### config.mk
export PLATFORM = sky130hd
export DESIGN_NAME = miniCpuTop
export DESIGN_NICKNAME = d
export VERILOG_FILES = /design/src/verilog/cpuPkg.sv /design/src/verilog/decodeStage.sv /design/src/verilog/executeStage.sv /design/src/verilog/miniCpuTop.sv /design/src/verilog/regFile.sv
export VERILOG_INCLUDE_DIRS = /design/src /design/src/verilog
export SDC_FILE = /design/constraint.sdc
export NUM_CORES = 2
export LEC_CHECK = 0
export ABC_CLOCK_PERIOD_IN_PS = 5000
export BUFFER_PORTS_ARGS = -buffer_cell sky130_fd_sc_hd__clkbuf_2
export CORE_MARGIN = 3
export CORE_UTILIZATION = 59
export DETAILED_ROUTE_END_ITERATION = 16
export PLACE_DENSITY = 0.84
export RECOVER_POWER = 100
export SYNTH_ARGS = -nofsm -noshare
export SYNTH_HDL_FRONTEND = slang
export SYNTH_SLANG_ARGS = --single-unit
### constraint.sdc
create_clock -name clk -period 5 [get_ports clk]
set_clock_uncertainty 0.2 [all_clocks]
set_input_delay 1 -clock clk [delete_from_list [all_inputs] [get_ports clk]]
set_output_delay 1 -clock clk [all_outputs]
set_load 0.02 [all_outputs]
### src/verilog/miniCpu_consts.svh
`ifndef MINICPU_CONSTS_SVH
`define MINICPU_CONSTS_SVH

////////////////////////////////////////
// Datapath sizes
////////////////////////////////////////

`define WORD_BITS 32
`define REG_COUNT 32

////////////////////////////////////////
// Instruction fields
////////////////////////////////////////

`define OP_MSB 31
`define OP_LSB 28
`define RD_MSB 27
`define RD_LSB 23
`define RS_MSB 22
`define RS_LSB 18
`define RT_MSB 17
`define RT_LSB 13
// Immediate sits in the low bits
`define IMM_BITS 13

////////////////////////////////////////
// Preset table
////////////////////////////////////////

`define PRESET_0  32'd2
`define PRESET_1  32'd2
`define PRESET_2  32'd2
`define PRESET_3  32'd5
`define PRESET_4  32'd2
`define PRESET_5  32'd5
`define PRESET_6  32'd1
`define PRESET_7  32'd2
`define PRESET_8  32'd3
`define PRESET_9  32'd0
`define PRESET_10 32'd0
`define PRESET_11 32'd0
`define PRESET_12 32'd0
`define PRESET_13 32'hFFFF0003
`define PRESET_14 32'hFFFFFF05
`define PRESET_15 32'd80
// Registers 16 to 31
`define PRESET_REST 32'd0

`endif

### src/verilog/cpuPkg.sv
`default_nettype none

`include "miniCpu_consts.svh"

package cpuPkg;

	////////////////////////////////////////
	// Opcodes
	////////////////////////////////////////

	// Operation carried in the top field of the instruction
	typedef enum logic [`OP_MSB-`OP_LSB:0]
	{
		opAdd  = 4'h0,
		opSub  = 4'h1,
		opAnd  = 4'h2,
		opOr   = 4'h3,
		opXor  = 4'h4,
		opSlt  = 4'h5,
		opAddi = 4'h6,
		opNop  = 4'h7
	} aluOp;

	////////////////////////////////////////
	// Datapath types
	////////////////////////////////////////

	typedef logic [$clog2(`REG_COUNT)-1:0] regAddr;
	typedef logic [`WORD_BITS-1:0] word;

endpackage

`default_nettype wire

### src/verilog/decodeStage.sv
`timescale 1ns/1ns
`default_nettype none

`include "miniCpu_consts.svh"

module decodeStage
	import cpuPkg::*;
(
	input  wire         clk,
	input  wire         reset,
	input  wire         run,
	input  wire         instrValid,
	input  wire word    instr,
	output regAddr      rsAddr,
	output regAddr      rtAddr,
	input  wire word    rsData,
	input  wire word    rtData,
	input  wire         aluValid,
	input  wire regAddr aluDest,
	input  wire word    aluResult,
	output logic        decodeValid,
	output aluOp        decodeOp,
	output regAddr      decodeDest,
	output word         operandA,
	output word         operandB
);

	aluOp                 opField;
	regAddr               rdField;
	regAddr               rsField;
	regAddr               rtField;
	logic [`IMM_BITS-1:0] immField;
	word                  immExt;
	word                  fwdA;
	word                  fwdB;

	////////////////////////////////////////
	// Field split
	////////////////////////////////////////

	assign opField  = aluOp'(instr[`OP_MSB:`OP_LSB]);
	assign rdField  = instr[`RD_MSB:`RD_LSB];
	assign rsField  = instr[`RS_MSB:`RS_LSB];
	assign rtField  = instr[`RT_MSB:`RT_LSB];
	assign immField = instr[`IMM_BITS-1:0];

	assign rsAddr = rsField;
	assign rtAddr = rtField;

	assign immExt = {{(`WORD_BITS - `IMM_BITS){immField[`IMM_BITS-1]}}, immField};

	// Previous instruction's result beats the file
	assign fwdA = (aluValid && aluDest == rsField) ? aluResult : rsData;
	assign fwdB = (aluValid && aluDest == rtField) ? aluResult : rtData;

	////////////////////////////////////////
	// Decode registers
	////////////////////////////////////////

	always_ff @(posedge clk)
	begin
		if (reset)
			decodeValid <= 1'b0;
		else if (run)
			decodeValid <= instrValid;
	end

	always_ff @(posedge clk)
	begin
		if (run && instrValid)
		begin
			decodeOp   <= opField;
			decodeDest <= rdField;
			operandA   <= fwdA;
			operandB   <= (opField == opAddi) ? immExt : fwdB;
		end
	end

	assert property (@(posedge clk) disable iff (reset)
		(run && instrValid) |->
		opField inside {opAdd, opSub, opAnd, opOr, opXor, opSlt, opAddi, opNop})
		else $error("decodeStage: illegal opcode %h accepted", instr[`OP_MSB:`OP_LSB]);

endmodule

`default_nettype wire

### src/verilog/executeStage.sv
`timescale 1ns/1ns
`default_nettype none

module executeStage
	import cpuPkg::*;
(
	input  wire         clk,
	input  wire         reset,
	input  wire         run,
	input  wire         decodeValid,
	input  wire aluOp   decodeOp,
	input  wire regAddr decodeDest,
	input  wire word    operandA,
	input  wire word    operandB,
	output logic        aluValid,
	output regAddr      aluDest,
	output word         aluResult,
	output logic        resultValid,
	output regAddr      resultDest,
	output word         resultData
);

	logic less;

	////////////////////////////////////////
	// ALU
	////////////////////////////////////////

	assign less = $signed(operandA) < $signed(operandB);

	always_comb
	begin
		case (decodeOp)
			// Immediate already sits in operandB
			opAdd, opAddi: aluResult = operandA + operandB;
			opSub:         aluResult = operandA - operandB;
			opAnd:         aluResult = operandA & operandB;
			opOr:          aluResult = operandA | operandB;
			opXor:         aluResult = operandA ^ operandB;
			opSlt:         aluResult = word'(less);
			default:       aluResult = '0;
		endcase
	end

	// Nop flows through without a result
	assign aluValid = decodeValid && (decodeOp != opNop);
	assign aluDest  = decodeDest;

	////////////////////////////////////////
	// Result registers
	////////////////////////////////////////

	always_ff @(posedge clk)
	begin
		if (reset)
			resultValid <= 1'b0;
		else if (run)
			resultValid <= aluValid;
	end

	always_ff @(posedge clk)
	begin
		if (run && aluValid)
		begin
			resultDest <= aluDest;
			resultData <= aluResult;
		end
	end

	assert property (@(posedge clk) disable iff (reset) !$isunknown(resultValid))
		else $error("executeStage: resultValid unknown after reset");

endmodule

`default_nettype wire

### src/verilog/miniCpuTop.sv
`timescale 1ns/1ns
`default_nettype none

module miniCpuTop
	import cpuPkg::*;
(
	input  wire         clk,
	input  wire         reset,
	input  wire         preset,
	input  wire         run,
	input  wire         instrValid,
	input  wire word    instr,
	input  wire regAddr peekAddr,
	output logic        resultValid,
	output regAddr      resultDest,
	output word         resultData,
	output word         peekData
);

	// Operand reads
	regAddr rsAddr;
	regAddr rtAddr;
	word    rsData;
	word    rtData;

	// Forward path from execute
	logic   aluValid;
	regAddr aluDest;
	word    aluResult;

	// Decode to execute
	logic   decodeValid;
	aluOp   decodeOp;
	regAddr decodeDest;
	word    operandA;
	word    operandB;

	decodeStage decodeStage_inst (
		.clk         (clk),
		.reset       (reset),
		.run         (run),
		.instrValid  (instrValid),
		.instr       (instr),
		.rsAddr      (rsAddr),
		.rtAddr      (rtAddr),
		.rsData      (rsData),
		.rtData      (rtData),
		.aluValid    (aluValid),
		.aluDest     (aluDest),
		.aluResult   (aluResult),
		.decodeValid (decodeValid),
		.decodeOp    (decodeOp),
		.decodeDest  (decodeDest),
		.operandA    (operandA),
		.operandB    (operandB)
	);

	executeStage executeStage_inst (
		.clk         (clk),
		.reset       (reset),
		.run         (run),
		.decodeValid (decodeValid),
		.decodeOp    (decodeOp),
		.decodeDest  (decodeDest),
		.operandA    (operandA),
		.operandB    (operandB),
		.aluValid    (aluValid),
		.aluDest     (aluDest),
		.aluResult   (aluResult),
		.resultValid (resultValid),
		.resultDest  (resultDest),
		.resultData  (resultData)
	);

	// Result registers double as the write port
	regFile regFile_inst (
		.clk         (clk),
		.reset       (reset),
		.preset      (preset),
		.run         (run),
		.rsAddr      (rsAddr),
		.rtAddr      (rtAddr),
		.peekAddr    (peekAddr),
		.writeEnable (resultValid),
		.writeAddr   (resultDest),
		.writeData   (resultData),
		.rsData      (rsData),
		.rtData      (rtData),
		.peekData    (peekData)
	);

endmodule

`default_nettype wire

### src/verilog/regFile.sv
`timescale 1ns/1ns
`default_nettype none

`include "miniCpu_consts.svh"

module regFile
	import cpuPkg::*;
(
	input  wire         clk,
	input  wire         reset,
	input  wire         preset,
	input  wire         run,
	input  wire regAddr rsAddr,
	input  wire regAddr rtAddr,
	input  wire regAddr peekAddr,
	input  wire         writeEnable,
	input  wire regAddr writeAddr,
	input  wire word    writeData,
	output word         rsData,
	output word         rtData,
	output word         peekData
);

	localparam int PRESET_COUNT = 16;

	localparam word presetTable [PRESET_COUNT] = '{
		`PRESET_0,  `PRESET_1,  `PRESET_2,  `PRESET_3,
		`PRESET_4,  `PRESET_5,  `PRESET_6,  `PRESET_7,
		`PRESET_8,  `PRESET_9,  `PRESET_10, `PRESET_11,
		`PRESET_12, `PRESET_13, `PRESET_14, `PRESET_15
	};

	word  bank [`REG_COUNT];
	logic writeNow;

	// Preset blocks writes, a stall holds them off
	assign writeNow = writeEnable && run && !preset;

	////////////////////////////////////////
	// Bank update
	////////////////////////////////////////

	always_ff @(posedge clk)
	begin
		if (preset)
		begin
			for (int i = 0; i < PRESET_COUNT; i++)
				bank[i] <= presetTable[i];
			for (int i = PRESET_COUNT; i < `REG_COUNT; i++)
				bank[i] <= `PRESET_REST;
		end
		else if (writeNow)
		begin
			bank[writeAddr] <= writeData;
		end
	end

	////////////////////////////////////////
	// Read ports
	////////////////////////////////////////

	// Operand reads see the write landing this edge
	assign rsData = (writeNow && rsAddr == writeAddr) ? writeData : bank[rsAddr];
	assign rtData = (writeNow && rtAddr == writeAddr) ? writeData : bank[rtAddr];

	// Plain view of the stored contents
	assign peekData = bank[peekAddr];

	// Execute stage clears its result on reset, so no write follows a reset edge
	assert property (@(posedge clk) (reset && preset && run) |=> !writeEnable)
		else $error("regFile: write enable high right after reset under preset");

endmodule

`default_nettype wire
==> run metrics <==
outcome finished, violations left; failing checks capacitance limit, slew limit, setup timing; worst-margin pin slew approximately 3500 ps; fin crit period a little over 5000 ps; clock network power share between 30 and 40%; Syn Area/Cell between 10 and 15 um2; Async SR Flop Fraction 0%; post-synthesis cell type count 76; HPWL Detailed about 160,000 um; Post-Route WL 265,800 um; initial antenna violation count 28; Fillers just under 8k; final setup fails 12; post-route clock period utilization 101.1%; unrepaired setup endpoints after global routing false; Seq/Total Area, Yosys a little under half; switching power roughly 6.7 mW; Area contributors post-synth edfxtp_1 (47%), mux4_2 (30%), and2_1 (8.4%); chip width between 300 and 400 um; share of cells above drive strength 1 30.24%; global route total overflow 0; pwr/cell area around 310 nW/um2; worst reg2reg setup slack around 40 ps; Max Root-Sink Buffers 3; first-pass iteration count of the detailed router 9; Core ar. around 120,000 um2; synthesized instance count ~5k; Post-CTS Setup Bufs 0; R2R Path Start executeStage_inst.resultValid$_SDFFE_PP0P_; YS warnings 0; Clock Latency Late Sink 780 ps; vias in the first global route 52.53k; Max-Cap Viols 84; TritonCTS clock tree yes; hold buffers post-CTS 0; global-route wire length before repair 374,900 um; most common cell in the netlist edfxtp_1; initial drt markers roughly 11k; input/output buffers between 100 and 150; Hold Crit Depth 2; syn_nets roughly 5.0k; CP required slightly above 5000 ps; hold path start reset; Synth area leader edfxtp_1; kind of end point of the critical path flip-flop; Die Footprint between 100,000 and 150,000 um2; number of synthesized flops with an enable pin approximately 1.1k; post_cts resized 0; CP arrival 5220 ps; DRT antenna net count 0; Die H approximately 360 um; top post-synthesis cells by count edfxtp_1 (1,134), and2_1 (977), mux4_2 (960); crit path max fanout 12; Critical Path Max Stage Delay approximately 1400 ps; Crit Path Class in -> reg; final cell count without fillers roughly 6.6k; RePlAce Congestion around 1; Tot Pwr 24.88 mW; CTS root buf clkbuf_16; total CTS buffers 118; Initial Utilization around three fifths; endpoints failing hold 0; critical path's slowest cell or2_0; Vias approximately 54k; combinational share of power about 16%; FP Rows 127; sequential power share between 40 and 50%; P&R area growth vs syn 9.839%; DRC viols 0; GRT Util Overall a little over two fifths; CTS H-tree depth 3; internal power about 18 mW; Hold Crit Class in -> reg; nets ~5k; hold path endpoint executeStage_inst.resultValid$_SDFFE_PP0P_; worst-case reg-to-reg path depth 7; Slew Viols, Final 2,122; post-synthesis register bit count 1,136; peak supply drop 0.0003028 V; fraction of synthesized cell area taken by the top area cell type about 47%; DR WL/cell roughly 40 um; WHS between 200 and 250 ps; Inst Count DP 6,357; Fmax 0.1978 GHz; Setup WS post-layout -54.46 ps; Worst setup SP type input pin; CTS Sinks 1,136; leakage power 27.57 nW; Via-to-Cell Ratio just over 8; commonest register cell after synthesis edfxtp_1; Clock transition at path regs ~60 ps; CP cell instances clkbuf_1 > nand2_1 > or2_2 > nor2_1 > nand2_1 > nor2_4 > or2_0 > clkbuf_1; RR Endpoint regFile_inst.bank[2][2]$_SDFFCE_PN0P_; slew margin rel. -132.2%; switching power share of the total between 20% and 30%; Mapped Area 72,400 um2; # IOs around 110; largest net degree at the start of global routing 75
[area by class of cell]
cell class,instances,area [um2],area share (%)
Inverter,120,450.4,0.5664
Clock inverter,85,1132,1.424
Tap cell,1612,2017,2.536
Sequential cell,1136,34090,42.87
Clock buffer,133,3009,3.784
Timing Repair Buffer,363,2618,3.292
Multi-Input combinational cell,3126,36150,45.46
Antenna cell,21,52.55,0.06609
[worst max-delay path by stage]
stage / slack (ps) / start / endpoint / cells past startpoint
2_1_floorplan: 330 / peekAddr[0] / peekData[0] / 6
3_3_place_gp: 520 / peekAddr[0] / peekData[2] / 7
3_5_place_dp: 500 / peekAddr[0] / peekData[10] / 7
4_1_cts: 490 / peekAddr[0] / peekData[2] / 7
5_1_grt: 150 / peekAddr[0] / peekData[3] / 7
6_report: -50 / run / regFile_inst.bank[2][2]$_SDFFCE_PN0P_ / 8
[routing by layer]
layer  vias to the layer above  share of wire [%]  GRT usage (%)
met5                         -              0.097         0.2264
li1                      19377                  -              -
met1                     26031                 29          50.20
met2                      6539                 42          59.08
met4                        18                8.9          27.61
met3                      1688                 20          21.74
[placed cells by master (no fill, tap or decap), types with 28 or more instances in the layout]
master | netlist | layout
edfxtp_1 | 1134 | 1134
clkbuf_1 | 411 | 127
nand2_1 | 115 | 115
clkbuf_2 | 0 | 111
a21oi_1 | 97 | 97
mux2i_1 | 68 | 68
mux4_2 | 960 | 960
ha_1 | 101 | 101
and2_0 | 0 | 501
clkbuf_16 | 0 | 118
buf_12 | 0 | 43
o211ai_1 | 36 | 36
and2_1 | 977 | 475
or3_1 | 67 | 67
buf_4 | 1 | 81
mux2_2 | 44 | 42
o21ai_0 | 109 | 111
a221oi_1 | 27 | 28
inv_1 | 120 | 120
a211oi_1 | 32 | 32
nor2_1 | 153 | 125
[through the flow]
stage	TNS [ps]	worst slack, ps	cell area [um2]	utilization, %
detailed placement	0	502.7	76100	62.93
floorplan	0	334.8	72400	-
finish	-521.3	-54.46	79520	65.76
global placement	0	520.7	76100	62.93
global route	0	148.0	79470	65.72
CTS	0	494.3	80240	66.36
[critical path, delay by kind of cell]
family,cells,cell delay (ps)
AND/OR/NAND/NOR,6,2750
buffers and inverters,2,1450
[cell families (layout without fill, tap and decap cells)]
| logic type | Yosys count | after routing | share of synthesized area [%] |
|---|---|---|---|
| AO/OA/AOI/OAI | 463 | 463 | 4.288 |
| buffers and inverters | 633 | 701 | 3.323 |
| multiplexers | 1072 | 1072 | 31.49 |
| AND/OR/NAND/NOR | 1464 | 1464 | 11.72 |
| other | 0 | 21 | 0 |
| flip-flops | 1136 | 1136 | 47.09 |
| adder cells (fa/ha/maj) | 103 | 103 | 1.801 |
| XOR/XNOR | 24 | 24 | 0.2903 |
[registers in the layout, indices dropped and copies added, names as in the netlist]
register and count:
decodeStage_inst.operandB 32, regFile_inst.bank 1024, executeStage_inst.resultDest 5, decodeStage_inst.decodeValid 1, executeStage_inst.resultData 32, decodeStage_inst.decodeDest 5
executeStage_inst.resultValid 1, decodeStage_inst.operandA 32, decodeStage_inst.decodeOp 4
[power groups by stage]
| stage | clock network [mW] | logic [mW] | registers, mW |
|---|---|---|---|
| 6_report | 9.65 | 4.05 | 11.2 |
| 3_3_place_gp | 0 | 3.86 | 11.3 |
| 4_1_cts | 9.59 | 3.96 | 11.1 |
| 2_1_floorplan | 0 | 2.59 | 11.2 |
| 3_5_place_dp | 0 | 3.92 | 11.3 |
| 5_1_grt | 9.94 | 4.16 | 11.2 |
Note: power is estimated with default switching activity, not from simulation.
